===== src/common/blur_pkg.sv =====
package blur_pkg;

    // Colour format, three 4-bit channels per pixel
    localparam int CHANNEL_BITS = 4;

    // Red in [11:8], green in [7:4], blue in [3:0]
    typedef logic [3*CHANNEL_BITS-1:0] pixel_t;

    typedef logic [CHANNEL_BITS-1:0] channel_t;

    // Weighted channel sum, at most 15 * 64 = 960
    typedef logic [9:0] blur_sum_t;

    // Column index, enough for lines of up to 1024 pixels
    typedef logic [9:0] col_t;

    // Blur window geometry
    localparam int WINDOW_ROWS = 5;
    localparam int WINDOW_COLS = 7;
    localparam int WINDOW_SIZE = WINDOW_ROWS * WINDOW_COLS;

    // Entry 0 is the oldest pixel (top-left), the last entry is the
    // current pixel (bottom-right); entries run row by row
    typedef pixel_t [WINDOW_SIZE-1:0] window_t;

    // A kernel weight is 0, 1, 2 or 4
    typedef logic [2:0] weight_t;

    // Kernel weights in window order
    // Heavier toward the current pixel, total of 64
    localparam weight_t BLUR_WEIGHTS [0:WINDOW_SIZE-1] = '{
        3'd0, 3'd1, 3'd1, 3'd1, 3'd2, 3'd2, 3'd2,
        3'd0, 3'd1, 3'd1, 3'd2, 3'd2, 3'd2, 3'd2,
        3'd1, 3'd1, 3'd2, 3'd2, 3'd2, 3'd2, 3'd2,
        3'd1, 3'd2, 3'd2, 3'd2, 3'd2, 3'd2, 3'd4,
        3'd2, 3'd2, 3'd2, 3'd2, 3'd2, 3'd4, 3'd4
    };

    // Divide by the weight total
    localparam int NORM_SHIFT = 6;

endpackage


===== src/frame_position.sv =====
`timescale 1ns/100ps

module frame_position
    import blur_pkg::*;
#(
    parameter int IMAGE_WIDTH = 320
) (
    input  logic clk,
    input  logic rst,
    input  logic advance,
    input  logic startofpacket,
    output logic window_full
);

    localparam int ROW_BITS = $clog2(WINDOW_ROWS);

    localparam col_t                LAST_COL = col_t'(IMAGE_WIDTH - 1);
    localparam col_t                FULL_COL = col_t'(WINDOW_COLS - 1);
    localparam logic [ROW_BITS-1:0] FULL_ROW = ROW_BITS'(WINDOW_ROWS - 1);

    // Position of the next pixel to arrive
    col_t                col_count;
    logic [ROW_BITS-1:0] row_count;

    // Position of the pixel on the input this cycle
    col_t                cur_col;
    logic [ROW_BITS-1:0] cur_row;

    // A start beat is pixel (0, 0) whatever the counters hold
    assign cur_col = startofpacket ? '0 : col_count;
    assign cur_row = startofpacket ? '0 : row_count;

    // Window lies inside this frame once four full rows and six
    // pixels of the current row are behind us
    assign window_full = (cur_row >= FULL_ROW) && (cur_col >= FULL_COL);

    always_ff @(posedge clk) begin
        if (rst) begin
            col_count <= '0;
            row_count <= '0;
        end else if (advance) begin
            if (cur_col == LAST_COL) begin
                col_count <= '0;
                // Row saturates, deeper rows look the same
                if (cur_row != FULL_ROW) begin
                    row_count <= cur_row + 1'b1;
                end else begin
                    row_count <= cur_row;
                end
            end else begin
                col_count <= cur_col + 1'b1;
                row_count <= cur_row;
            end
        end
    end

endmodule


===== config.mk =====
export PLATFORM = sky130hd
export DESIGN_NAME = frame_position
export DESIGN_NICKNAME = d
export VERILOG_FILES = /design/src/common/blur_pkg.sv /design/src/frame_position.sv
export SDC_FILE = /design/constraint.sdc
export NUM_CORES = 1
export LEC_CHECK = 0
export BUFFER_PORTS_ARGS = -buffer_cell sky130_fd_sc_hd__clkbuf_2
export CORE_MARGIN = 8
export CORE_UTILIZATION = 60
export DETAILED_ROUTE_END_ITERATION = 16
export GPL_TIMING_DRIVEN = 0
export MAX_ROUTING_LAYER = met4
export PLACE_DENSITY = 0.79
export SKIP_LAST_GASP = 1
export SLEW_MARGIN = 20
export SYNTH_ARGS = -nofsm -noshare
export SYNTH_HDL_FRONTEND = slang
export SYNTH_SLANG_ARGS = --single-unit

===== constraint.sdc =====
create_clock -name clk -period 3.5 [get_ports clk]
set_input_delay 0.35 -clock clk [delete_from_list [all_inputs] [get_ports clk]]
set_output_delay 0.35 -clock clk [all_outputs]
set_load 0.01 [all_outputs]

==> metrics.md <==
| Metric | Value |
|---|---|
| Largest net degree at the start of global routing | `11` |
| Initial Util | `0.638` |
| LEAKAGE | `~0.34 nW` |
| Post-route DRC violation count | `0` |
| Vias per inst | `around 6.3` |
| Setup Fix Bufs, Post-CTS | `0` |
| Clk pin slew, worst setup/hold paths | `roughly 0.09 ns` |
| Internal | `approximately 200 uW` |
| WL/cell | `roughly 15 um` |
| Worst r2r src | `col_count[1]$_SDFFE_PP0P_` |
| Sw frac | `0.259` |
| CP arrival | `about 2.3 ns` |
| Slew HR | `0.687` |
| Startpoint Class | `primary input` |
| Origin of the worst min-delay path | `rst` |
| Post-DRT Antenna Nets | `0` |
| FF-to-FF path depth | `7` |
| Largest area contributor in the netlist | `dfxtp_1` |
| Crit end category | `flip-flop` |
| Initial antenna violation count | `0` |
| Rows | `13` |
| Clock Sink Count | `13` |
| Clk_lat worst skew | `between 0.2 and 0.3 ns` |
| R2r endpoint | `col_count[8]$_SDFFE_PP0P_` |
| Vias in the first global route | `approximately 780` |
| Final nets | `125` |
| Final core occ | `0.688` |
| Register bit total from synthesis | `13` |
| Die footprint | `between 2000 and 3000 sq um` |
| CP max FO | `10` |
| IO Count | `5` |
| FMAX | `between 400 and 500 MHz` |
| Final HPWL DP | `1400 um` |
| Max Buffers Root-to-Sink | `2` |
| IO Port Bufs | `4` |
| Ys async rst share | `0` |
| Worst min path class | `primary input to flip-flop` |
| Grt ovf | `0` |
| Final hold vios | `0` |
| CP Class | `primary input to flip-flop` |
| Final setup fails | `0` |
| Top cells by area, synth | `dfxtp_1, nand2_1, a21oi_1, ha_1, o21ai_0` |
| Syn nets | `116` |
| Reg2Reg Setup Slack | `around 1.6 ns` |
| Max-cap violations | `0` |
| Fin crit share | `0.586` |
| Cell area after synthesis | `a little over 800 sq um` |
| Worst Tran Pin Value | `approximately 0.47 ns` |
| Status | `finished, final reports clean` |
| PD cells | `around 300 nW/um^2` |
| Top FF cell, synth | `dfxtp_1` |
| TritonCTS clock tree | `yes` |
| CP required | `around 3.7 ns` |
| Comb power frac | `0.079` |
| Final Skew | `0.00336 ns` |
| Placer congestion estimate | `a little over 0.8` |
| Setup tns final | `0 ns` |
| Die Height | `53.2 um` |
| WHS Endpoint | `col_count[8]$_SDFFE_PP0P_` |
| Routed WL | `about 2000 um` |
| Unrepaired setup endpoints after global routing | `no` |
| Post-synth EDFFs | `0` |
| Die width | `about 53 um` |
| Global-route wire length before repair | `approximately 3200 um` |
| Global Route Usage Sum | `0.153` |
| Post-synthesis sequential area ratio | `0.314` |
| Distinct cells, synth | `34` |
| Clk pwr share | `0.363` |
| Slew Viols, Final | `0` |
| Share of layout cells above drive strength 1 | `0.103` |
| Synth-to-layout area growth | `7.84%` |
| Core region area | `about 1300 sq um` |
| Post-synth top area share | `0.314` |
| Fin crit period | `between 2 and 2.5 ns` |
| Hold Path Stages | `2` |
| First-iteration detailed-routing DRC count | `35` |
| Htree depth | `1` |
| Vias | `around 830` |
| Cts bufs inserted | `3` |
| Cts hold-fix bufs | `0` |
| Net Switching | `approximately 70 uW` |
| Root Driver | `clkbuf_4` |
| Syn Inst Count | `108` |
| Resized Gates After CTS | `0` |
| Synthesized area per cell | `a little under 8 sq um` |
| TritonRoute pass-1 iters | `4` |
| Peak supply drop | `between 0.2 and 0.25 mV` |
| N_diodes | `0` |
| Syn. warnings | `0` |
| Reg power frac | `0.558` |
[routing by layer]
metal,track usage,wire length [um],vias up
met3,0.0420,162,2
met4,0.0714,21,0
met2,0.250,916,38
met1,0.167,889,375
li1,-,-,411
met5,-,0,-
[sequential cells by signal, indices dropped and copies added, names as in the netlist]
register and cells:
row_count 3, col_count 10
[area by class of cell]
cell class,count,area (sq um)
Multi-Input combinational cell,84,520
Fill cell,111,407
Buffer,5,26.3
Timing Repair Buffer,4,20.0
Inverter,6,22.5
Tap cell,15,18.8
Sequential cell,13,260
Clock buffer,4,26.3
[how the worst max path moves through the flow]
| stage | to | depth (start not counted) | start | slack, ns |
|---|---|---|---|---|
| after floorplan | row_count[0]$_SDFFE_PP0P_ | 9 | startofpacket | 1.60 |
| after global placement | col_count[5]$_SDFFE_PP0P_ | 10 | startofpacket | 1.22 |
| after global routing | row_count[1]$_SDFFE_PP0P_ | 10 | startofpacket | 1.30 |
| after CTS | row_count[1]$_SDFFE_PP0P_ | 10 | startofpacket | 1.49 |
| after detailed placement | col_count[5]$_SDFFE_PP0P_ | 10 | startofpacket | 1.20 |
| final | col_count[5]$_SDFFE_PP0P_ | 10 | startofpacket | 1.45 |
[cells in the mapped netlist (2+ instances only)]
library cell / count
or4_1: 3
nor3_1: 2
a21oi_1: 10
nand2_1: 14
nor4_1: 3
a31oi_1: 5
nor2b_1: 3
nand3_1: 4
o21ai_0: 8
nor2_1: 5
clkbuf_1: 4
nand2b_1: 5
ha_1: 4
dfxtp_1: 13
inv_1: 6
[power groups by stage]
stage	clock network (mW)	registers, mW	logic, mW
2_1_floorplan	0	0.154	0.0133
3_3_place_gp	0	0.155	0.0206
3_5_place_dp	0	0.154	0.0209
4_1_cts	0.0975	0.151	0.0210
5_1_grt	0.104	0.151	0.0238
6_report	0.0983	0.151	0.0213
[per-stage QoR]
step / worst slack [ns] / instance area, sq um / power [mW] / instances / hold WS, ns
after CTS: 1.49 / 895 / 0.270 / 131 / 0.304
after floorplan: 1.60 / 830 / 0.167 / 108 / 0.419
final: 1.45 / 895 / 0.271 / 131 / 0.296
after global routing: 1.30 / 895 / 0.279 / 131 / 0.317
after detailed placement: 1.20 / 868 / 0.175 / 127 / 0.480
after global placement: 1.22 / 868 / 0.175 / 127 / 0.465
[placed cells by master, fill, tap and decap left out]
master,n
a41oi_1,1
or3_2,1
a31oi_1,5
nor4_1,3
a211o_1,1
and2b_1,1
nand3b_1,1
inv_1,6
and3_1,1
nor3_2,1
nor4b_1,1
nor2_1,5
nor2b_1,3
mux2i_1,1
o211a_1,1
nand4_1,1
dfxtp_1,13
nand2_4,1
or4_1,3
clkbuf_4,3
nand3_1,4
or2_0,1
nand4b_1,1
nand2_1,14
o21ai_0,8
a21oi_1,10
a311oi_1,1
o211ai_1,1
and3b_4,1
ha_1,4
a311o_1,1
nor3_1,2
clkbuf_2,4
clkbuf_1,5
nand2b_1,5
buf_6,1
[critical path, stage by stage]
cell	delay, ns
clkbuf_2	0.15
clkbuf_1	0.35
nand2b_1	0.21
inv_1	0.07
ha_1	0.21
and3_1	0.20
buf_6	0.13
a41oi_1	0.29
o211ai_1	0.15
a31oi_1	0.14
[logic make-up (layout without fill, tap and decap cells)]
family,after synthesis,in the layout,share of synthesized area
multiplexers,1,1,0.0121
AND/OR/NAND/NOR,50,50,0.344
AO/OA/AOI/OAI,29,29,0.211
adder cells (fa/ha/maj),4,4,0.0603
flip-flops,13,13,0.314
buffers and inverters,11,19,0.0588
Note: power is estimated with default switching activity, not from simulation.
