==> src/common/blur_pkg.sv <==
package blur_pkg;

    // Colour format, three 4-bit channels per pixel
    localparam int CHANNEL_BITS = 4;

    // Red in [11:8], green in [7:4], blue in [3:0]
    typedef logic [3*CHANNEL_BITS-1:0] pixel_t;

    typedef logic [CHANNEL_BITS-1:0] channel_t;

    // Weighted channel sum, at most 15 * 64 = 960
    typedef logic [9:0] blur_sum_t;

    // Column index, enough for lines of up to 1024 pixels
    typedef logic [9:0] col_t;

    // Blur window geometry
    localparam int WINDOW_ROWS = 5;
    localparam int WINDOW_COLS = 7;
    localparam int WINDOW_SIZE = WINDOW_ROWS * WINDOW_COLS;

    // Entry 0 is the oldest pixel (top-left), the last entry is the
    // current pixel (bottom-right); entries run row by row
    typedef pixel_t [WINDOW_SIZE-1:0] window_t;

    // A kernel weight is 0, 1, 2 or 4
    typedef logic [2:0] weight_t;

    // Kernel weights in window order
    // Heavier toward the current pixel, total of 64
    localparam weight_t BLUR_WEIGHTS [0:WINDOW_SIZE-1] = '{
        3'd0, 3'd1, 3'd1, 3'd1, 3'd2, 3'd2, 3'd2,
        3'd0, 3'd1, 3'd1, 3'd2, 3'd2, 3'd2, 3'd2,
        3'd1, 3'd1, 3'd2, 3'd2, 3'd2, 3'd2, 3'd2,
        3'd1, 3'd2, 3'd2, 3'd2, 3'd2, 3'd2, 3'd4,
        3'd2, 3'd2, 3'd2, 3'd2, 3'd2, 3'd4, 3'd4
    };

    // Divide by the weight total
    localparam int NORM_SHIFT = 6;

endpackage

==> src/blur/blur_kernel.sv <==
`timescale 1ns/100ps

module blur_kernel
    import blur_pkg::*;
(
    input  window_t window,
    output pixel_t  blurred
);

    localparam int CHANNELS = $bits(pixel_t) / CHANNEL_BITS;

    // Channel planes of the window, channel 0 is blue and 2 is red
    channel_t  planes [CHANNELS][WINDOW_SIZE];
    blur_sum_t sums [CHANNELS];

    // Weights are powers of two, so each term is a shift
    function automatic blur_sum_t weighted(input channel_t value, input weight_t weight);
        blur_sum_t term;
        term = blur_sum_t'(value);
        case (weight)
            3'd1:    return term;
            3'd2:    return term << 1;
            3'd4:    return term << 2;
            default: return '0;
        endcase
    endfunction

    always_comb begin
        for (int ch = 0; ch < CHANNELS; ch++) begin
            for (int k = 0; k < WINDOW_SIZE; k++) begin
                planes[ch][k] = window[k][ch*CHANNEL_BITS +: CHANNEL_BITS];
            end
        end
    end

    // Weights total 64, so a sum never exceeds 960 and fits blur_sum_t
    always_comb begin
        for (int ch = 0; ch < CHANNELS; ch++) begin
            sums[ch] = '0;
            for (int k = 0; k < WINDOW_SIZE; k++) begin
                sums[ch] = sums[ch] + weighted(planes[ch][k], BLUR_WEIGHTS[k]);
            end
        end
    end

    // Normalize by keeping the top channel bits of each sum
    always_comb begin
        for (int ch = 0; ch < CHANNELS; ch++) begin
            blurred[ch*CHANNEL_BITS +: CHANNEL_BITS] = sums[ch][NORM_SHIFT +: CHANNEL_BITS];
        end
    end

endmodule

==> config.mk <==
export PLATFORM = sky130hd
export DESIGN_NAME = blur_kernel
export DESIGN_NICKNAME = d
export VERILOG_FILES = /design/src/common/blur_pkg.sv /design/src/blur/blur_kernel.sv
export SDC_FILE = /design/constraint.sdc
export NUM_CORES = 1
export LEC_CHECK = 0
export BUFFER_PORTS_ARGS = -buffer_cell sky130_fd_sc_hd__buf_2
export CAP_MARGIN = 20
export CELL_PAD_IN_SITES_DETAIL_PLACEMENT = 0
export CELL_PAD_IN_SITES_GLOBAL_PLACEMENT = 2
export CORE_MARGIN = 5
export CORE_UTILIZATION = 29
export DETAILED_ROUTE_END_ITERATION = 10
export GPL_TIMING_DRIVEN = 0
export PLACE_DENSITY = 0.92
export SKIP_LAST_GASP = 1
export SYNTH_ARGS = -nofsm -noshare
export SYNTH_HDL_FRONTEND = slang
export SYNTH_SLANG_ARGS = --single-unit
==> constraint.sdc <==
create_clock -name vclk -period 12.7
set_input_delay 2.54 -clock vclk [all_inputs]
set_output_delay 2.54 -clock vclk [all_outputs]
set_load 0.005 [all_outputs]
==> impl_metrics.env, run 1 <==
export IMPL_worstPathRequired_ns=10.16
export IMPL_synthAdderAreaFrac_pct=77.1
export IMPL_syn_inst=1114
export IMPL_finalSetupViolCount=0
export IMPL_start_kind="input pin"
export IMPL_gr_total_overflow=0
export IMPL_seq_area_sq_um=0
export IMPL_num_io_pins=432
export IMPL_whs_ns=5.86
export IMPL_cp_end_kind="output port"
export IMPL_synth_warnings=0
export IMPL_grt_max_degree=9
export IMPL_synth_avg_cell_area_sq_um=10.5
export IMPL_critPathArrivalTime_ns=9.85
export IMPL_first_pass_iters=4
export IMPL_antenna_found_initial=1
export IMPL_clock_fmax_mhz=80.7
export IMPL_yosysSeqAreaShare_pct=0
export IMPL_drive_above_1_share_pct=28.6
export IMPL_cp_top_family="adder cells"
export IMPL_dp_hpwl_um=30300
export IMPL_synth_simple_gate_area_share_pct=1.64
export IMPL_grtUsageTotal_pct=13.9
export IMPL_status="complete, no violations"
export IMPL_rsz0062_at_grt="no"
export IMPL_min_path_type="in2out"
export IMPL_relSlewSlack_pct=55.9
export IMPL_fin_crit_sh_pct=97.6
export IMPL_coreArea_sq_mm=0.0398
export IMPL_placementRows=73
export IMPL_dp_cells=2047
export IMPL_flops_and_latches=0
export IMPL_synth_cell_type_count=32
export IMPL_area_growth_pct=23.4
export IMPL_gp_congestion=0.898
export IMPL_dr_total_vias=7909
export IMPL_crit_cells=29
export IMPL_cp_max_fo=3
export IMPL_ant_nets=0
export IMPL_hold_viol_final=0
export IMPL_period_needed_ns=12.39
export IMPL_clock_buffers=0
export IMPL_syn_nets=2024
export IMPL_synth_compound_area_share_pct=2.17
export IMPL_start_util_pct=29.3
export IMPL_cpMostUsedCell="fa_1"
export IMPL_die_area_sq_mm=0.0444
export IMPL_max_slew_worst_pin_slew_ns=0.662
export IMPL_die_x_um=211
export IMPL_worst_path_buf_inv=11
export IMPL_fin_nets=2435
export IMPL_slowest_delay_ns=0.54
export IMPL_wl_per_cell_um=14.6
export IMPL_fillers=4112
export IMPL_final_cells=2049
export IMPL_drtIter0Drc=138
export IMPL_numPortBuffers=408
export IMPL_netlist_area_sq_mm=0.0117
export IMPL_grt_pass1_vias=9489
export IMPL_die_h_um=211
export IMPL_via_per_inst=3.86
export IMPL_slew_viol_final=0
export IMPL_hold_path_cell_count=6
export IMPL_maxCapViolCount=0
export IMPL_path_class="in2out"
export IMPL_grt_pass1_wl_um=48700
export IMPL_setup_tns_final_ns=0
export IMPL_cts_hold_repair_buffers=0
export IMPL_worst_path_max_delay_cell="fa_1"
export IMPL_drc=0
export IMPL_synth_top_family_by_area="adder cells"
export IMPL_post_synth_xor_area_fraction_pct=1.80
export IMPL_routed_wl_um=30000
export IMPL_synth_mux_area_share_pct=0.0965
[repair_timing]
item                       in CTS  in global routing
setup endpoints to repair       2                  4
buffers inserted                0                  1
resized for setup               3                  0
pin swaps                       3                  8
[cells by family (layout without fill, tap and decap cells)]
family,after synthesis,count (layout)
compound gates,29,29
mux,1,1
xor+xnor,24,24
buf+inv,535,944
other cells,0,1
simple gates,35,35
fa+ha+maj,490,490
[layer usage]
metal  track usage, %  share of wire, %  up-vias
met5                0             0.043        -
met4             1.63               1.7        2
met3             1.08               3.5       26
met2             25.4                54      161
met1             18.7                41     3951
li1                 -                 -     3769
[cell usage in the layout (no fill, tap or decap), types with 5 or more instances in the layout]
master / count
inv_1: 535
nand2_1: 5
nor2_1: 9
a21o_1: 5
xor2_1: 7
a21oi_1: 5
ha_1: 107
fa_1: 381
or2_2: 8
buf_2: 408
xnor2_1: 16
[layout make-up]
class	instances	area, sq um	share of cell area [%]
multi-input combinational	579	9690	67.3
timing repair buffer	409	2050	14.2
inverter	535	2010	13.9
tap	525	657	4.56
antenna	1	2.50	0.0174
[stage by stage]
step	util [%]	worst slack, ns	area (sq um)
floorplan	-	0.470	11700
global placement	36.1	-0.0480	14400
detailed placement	36.1	-0.0242	14400
CTS	36.1	0.0421	14400
global route	36.2	0.0572	14400
finish	36.2	0.308	14400
[synthesized netlist by cell type (all sizes together), types with 4 or more instances]
cell,n,share of area [%]
a21o,5,0.32
a21oi,7,0.36
fa,382,66
ha,108,12
inv,535,17
nand2,5,0.16
nor2,10,0.34
nor2b,4,0.24
o21ai,6,0.29
or2,8,0.43
xnor2,17,1.3
xor2,7,0.53
[worst paths after layout]
kind | slack [ns] | endpoint | start
worst max-delay path | 0.31 | blurred[10] | window[22]
worst min-delay path | 5.86 | blurred[0] | window[183]
Power of run 1 is left out: the tool's default activity adds up to more than one toggle a clock period on the data nets, which glitch-free logic cannot reach.
==> run 2: changes to the inputs <==
Settings changed: BUFFER_PORTS_ARGS -buffer_cell sky130_fd_sc_hd__buf_2 to -buffer_cell sky130_fd_sc_hd__buf_4, SLEW_MARGIN set to 20.
==> run 2 against run 1 <==
Net effect:
- sequential share of layout area stayed put
- final area rose by 7.2%
- critical path depth up 1
- cell count did not move
- worst setup slack improved by 0.054 ns
- sequential cell count stayed put
==> impl_metrics.env, run 2 (synthesized netlist as in run 1, its figures left out) <==
export IMPL_num_io_pins=432
export IMPL_relSlewSlack_pct=73.0
export IMPL_fillers=4007
export IMPL_path_class="in2out"
export IMPL_grtUsageTotal_pct=14.1
export IMPL_finalInstanceArea_sq_mm=0.0154
export IMPL_wl_per_cell_um=15.0
export IMPL_finalSetupViolCount=0
export IMPL_max_slew_worst_pin_slew_ns=0.404
export IMPL_via_per_inst=3.82
export IMPL_start_util_pct=29.3
export IMPL_cp_end_kind="output port"
export IMPL_placementRows=73
export IMPL_clock_fmax_mhz=81.0
export IMPL_worstPathRequired_ns=10.16
export IMPL_coreArea_sq_mm=0.0398
export IMPL_fin_crit_sh_pct=97.2
export IMPL_slowest_delay_ns=0.53
export IMPL_maxCapViolCount=0
export IMPL_drc=0
export IMPL_clock_buffers=0
export IMPL_grt_pass1_wl_um=49400
export IMPL_hold_viol_final=0
export IMPL_place_area_sq_mm=0.0154
export IMPL_worst_path_max_delay_cell="fa_1"
export IMPL_numPortBuffers=408
export IMPL_rsz0062_at_grt="no"
export IMPL_grt_max_degree=9
export IMPL_diodes=0
export IMPL_start_kind="input pin"
export IMPL_period_needed_ns=12.34
export IMPL_dr_total_vias=7833
export IMPL_grt_pass1_vias=9433
export IMPL_slew_viol_final=0
export IMPL_layout_commonest_cell="inv_1"
export IMPL_drive_above_1_share_pct=28.7
export IMPL_die_area_sq_mm=0.0444
export IMPL_flops_and_latches=0
export IMPL_dp_hpwl_um=30900
export IMPL_gp_congestion=0.858
export IMPL_cp_max_fo=3
export IMPL_drtIter0Drc=157
export IMPL_fin_nets=2436
export IMPL_die_h_um=211
export IMPL_critPathArrivalTime_ns=9.80
export IMPL_status="complete, no violations"
export IMPL_ant_nets=0
export IMPL_gr_total_overflow=0
export IMPL_die_x_um=211
export IMPL_routed_wl_um=30700
export IMPL_setup_tns_final_ns=0
export IMPL_min_path_type="in2out"
export IMPL_antenna_found_initial=0
export IMPL_seq_area_sq_um=0
export IMPL_cpMostUsedCell="fa_1"
export IMPL_area_growth_pct=32.3
export IMPL_multi_input_area_sq_mm=0.00970
export IMPL_final_cell_mix="535 x inv_1, 409 x buf_4, 381 x fa_1"
export IMPL_first_pass_iters=4
==> run 2: changes by cell type in the layout (fill, tap and decap cells not counted) <==
cell and change:
buf_4 +408, a21boi_2 -1, diode_2 -1, buf_6 +1
buf_2 -408, ha_2 +2, ha_1 -2, a21boi_4 +1
==> run 2: final timing paths <==
| path | to | cells after the start | start | slack, ns |
|---|---|---|---|---|
| min | blurred[4] | 5 | window[187] | 5.83 |
| max | blurred[10] | 30 | window[22] | 0.36 |
==> run 2: area by class of cell <==
type	count	share of cell area, %
inverters	535	13.0
multi-input cells	579	62.8
well taps	525	4.25
repair buffers	410	20.0
==> run 2: timing repair <==
action | 4_1_cts | 5_1_grt
gates resized for setup | 3 | 4
buffers inserted | 1 | 1
pin swaps | 2 | 8
endpoints found under the setup margin | 2 | 4
hold buffers | 0 | 0
==> run 2: critical path: cells and delay by family <==
kind / cells / cell delay (ns)
fa+ha+maj: 13 / 5.72
buf+inv: 12 / 0.78
compound gates: 3 / 0.43
xor+xnor: 2 / 0.32
==> run 2: per-stage QoR <==
step | instances | setup slack [ns] | utilization, % | hold WS [ns]
floorplan | 1114 | 0.470 | - | 5.34
global placement | 2047 | -0.0879 | 38.7 | 5.83
detailed placement | 2047 | -0.0314 | 38.7 | 5.83
CTS | 2048 | 0.0392 | 38.7 | 5.84
global route | 2049 | 0.0294 | 38.8 | 5.87
finish | 2049 | 0.362 | 38.8 | 5.83
==> run 2: per-layer routing <==
layer	wire [um]	share of wire (%)	track usage, %	up-vias
met3	1350	4.4	1.72	20
met2	16800	55	25.8	149
li1	-	-	-	3771
met4	464	1.5	1.61	0
met1	12100	39	18.6	3893
met5	0	0	0	-
Power of run 2 is left out for the same reason.
==> run 3: changes to the inputs <==
Settings changed: ABC_AREA set to 1, ABC_CLOCK_PERIOD_IN_PS set to 12700, CORE_UTILIZATION 29 to 28, PLACE_DENSITY 0.92 to 0.91.
==> run 3 against run 2 <==
Net effect:
- non-clock buffer count down 2
- sequential share of layout area did not move
- cell count rose by 6.7%
- global-route usage is 0.79 points lower
- highest routed layer is now met5
==> impl_metrics.env, run 3 <==
export IMPL_path_class="in2out"
export IMPL_yosysMostFrequentCell="inv_1"
export IMPL_slowest_delay_ns=0.55
export IMPL_netlist_area_sq_mm=0.0120
export IMPL_flops_and_latches=0
export IMPL_coreArea_sq_mm=0.0421
export IMPL_synth_avg_cell_area_sq_um=9.68
export IMPL_die_area_sq_mm=0.0471
export IMPL_finalInstanceArea_sq_mm=0.0158
export IMPL_place_area_sq_mm=0.0157
export IMPL_slew_viol_final=0
export IMPL_cp_max_fo=5
export IMPL_via_per_inst=3.92
export IMPL_final_cell_mix="565 x inv_1, 408 x buf_4, 381 x fa_1"
export IMPL_synth_warnings=0
export IMPL_hold_viol_final=0
export IMPL_synth_area_leaders="fa_1 64%, inv_1 18%, ha_1 11%"
export IMPL_grtUsageTotal_pct=13.3
export IMPL_max_slew_worst_pin_slew_ns=0.274
export IMPL_fin_util_pct=37.4
export IMPL_yosys_area_top_type_share_pct=63.8
export IMPL_post_cts_buffers=0
export IMPL_wl_per_cell_um=14.2
export IMPL_ant_nets=0
export IMPL_worst_path_max_delay_cell="fa_1"
export IMPL_area_growth_pct=31.5
export IMPL_worstPathRequired_ns=10.16
export IMPL_cp_end_kind="output port"
export IMPL_finalSetupViolCount=0
export IMPL_die_h_um=217
export IMPL_setup_worst_path_start="window[22]"
export IMPL_period_needed_ns=12.33
export IMPL_fin_crit_sh_pct=97.1
export IMPL_drtIter0Drc=162
export IMPL_synth_cell_type_count=21
export IMPL_relSlewSlack_pct=81.6
export IMPL_yosysSeqAreaShare_pct=0
export IMPL_synthTopCellsByCount="565 x inv_1, 382 x fa_1, 108 x ha_1"
export IMPL_gp_congestion=0.843
export IMPL_rsz0062_at_grt="no"
export IMPL_grt_pass1_vias=10175
export IMPL_drc=0
export IMPL_cpMostUsedCell="fa_1"
export IMPL_min_path_type="in2out"
export IMPL_die_x_um=217
export IMPL_crit_cells=29
export IMPL_clock_buffers=0
export IMPL_crit_path_end="blurred[11]"
export IMPL_critPathArrivalTime_ns=9.79
export IMPL_start_kind="input pin"
export IMPL_syn_inst=1239
export IMPL_routed_wl_um=31000
export IMPL_grt_max_degree=10
export IMPL_placementRows=75
export IMPL_clock_fmax_mhz=81.1
export IMPL_first_pass_iters=4
export IMPL_drive_above_1_share_pct=25.7
export IMPL_numPortBuffers=408
export IMPL_fin_nets=2559
export IMPL_cp_top_family="adder cells"
export IMPL_gr_total_overflow=0
export IMPL_yosysTopAreaCell="fa_1"
export IMPL_start_util_pct=28.5
export IMPL_seq_area_sq_um=0
export IMPL_cts_hold_repair_buffers=0
export IMPL_status="complete, no violations"
export IMPL_worst_path_buf_inv=10
export IMPL_grt_pass1_wl_um=50700
export IMPL_diodes=0
export IMPL_syn_nets=2149
export IMPL_antenna_found_initial=1
export IMPL_layout_commonest_cell="inv_1"
export IMPL_dr_total_vias=8578
export IMPL_setup_tns_final_ns=0
export IMPL_dp_hpwl_um=31100
export IMPL_maxCapViolCount=0
export IMPL_num_io_pins=432
==> run 3: cell types whose count changed after synthesis, sizes merged, moves of 3 or more <==
| cell | change |
|---|---|
| nand3 | +21 |
| a21oi | +4 |
| nor2b | -4 |
| nand2 | +69 |
| xor2 | -3 |
| o21ai | +12 |
| inv | +38 |
| xnor2 | -9 |
| clkinv | +5 |
| nor2 | +5 |
| a21o | -5 |
==> run 3: how the worst min path moves through the flow <==
stage                           start  cells after the start         end
final                     window[187]                      6  blurred[5]
after detailed placement  window[187]                      6  blurred[5]
after global placement    window[187]                      6  blurred[5]
after CTS                 window[187]                      6  blurred[5]
after global routing      window[249]                      7  blurred[8]
after floorplan           window[187]                      4  blurred[5]
==> run 3: area by class of cell <==
class / instances / area, sq um
Fill cell: 4298 / 26400
Multi-Input combinational cell: 661 / 9860
Inverter: 578 / 2170
Timing Repair Buffer: 408 / 3060
Tap cell: 539 / 674
==> run 3: cell families after synthesis <==
| family | share of synthesized area [%] |
|---|---|
| adder cells (fa/ha/maj) | 75.0 |
| buffers and inverters | 18.1 |
| AO/OA/AOI/OAI | 1.46 |
| AND/OR/NAND/NOR | 4.55 |
| XOR/XNOR | 0.876 |
==> run 3: metal layers <==
metal,vias to the layer above,track usage (%),share of wire (%)
li1,4117,-,-
met1,4199,16.7,39
met2,238,25.6,55
met3,22,1.45,5.1
met4,2,1.37,1.4
met5,-,0,0.042
==> run 3: timing repair <==
item,CTS,global route
gates resized for setup,1,5
endpoints found under the hold margin,0,0
pin swaps,0,6
setup endpoints to repair,2,3
==> run 3: through the flow <==
step | hold WS [ns] | instances | setup WS [ns]
after floorplan | 5.38 | 1239 | 0.734
after global placement | 5.70 | 2186 | -0.0791
after detailed placement | 5.71 | 2186 | -0.0827
after CTS | 5.71 | 2186 | 0.0207
after global routing | 5.80 | 2186 | 0.0199
final | 5.70 | 2186 | 0.369
Power of run 3 is left out for the same reason.
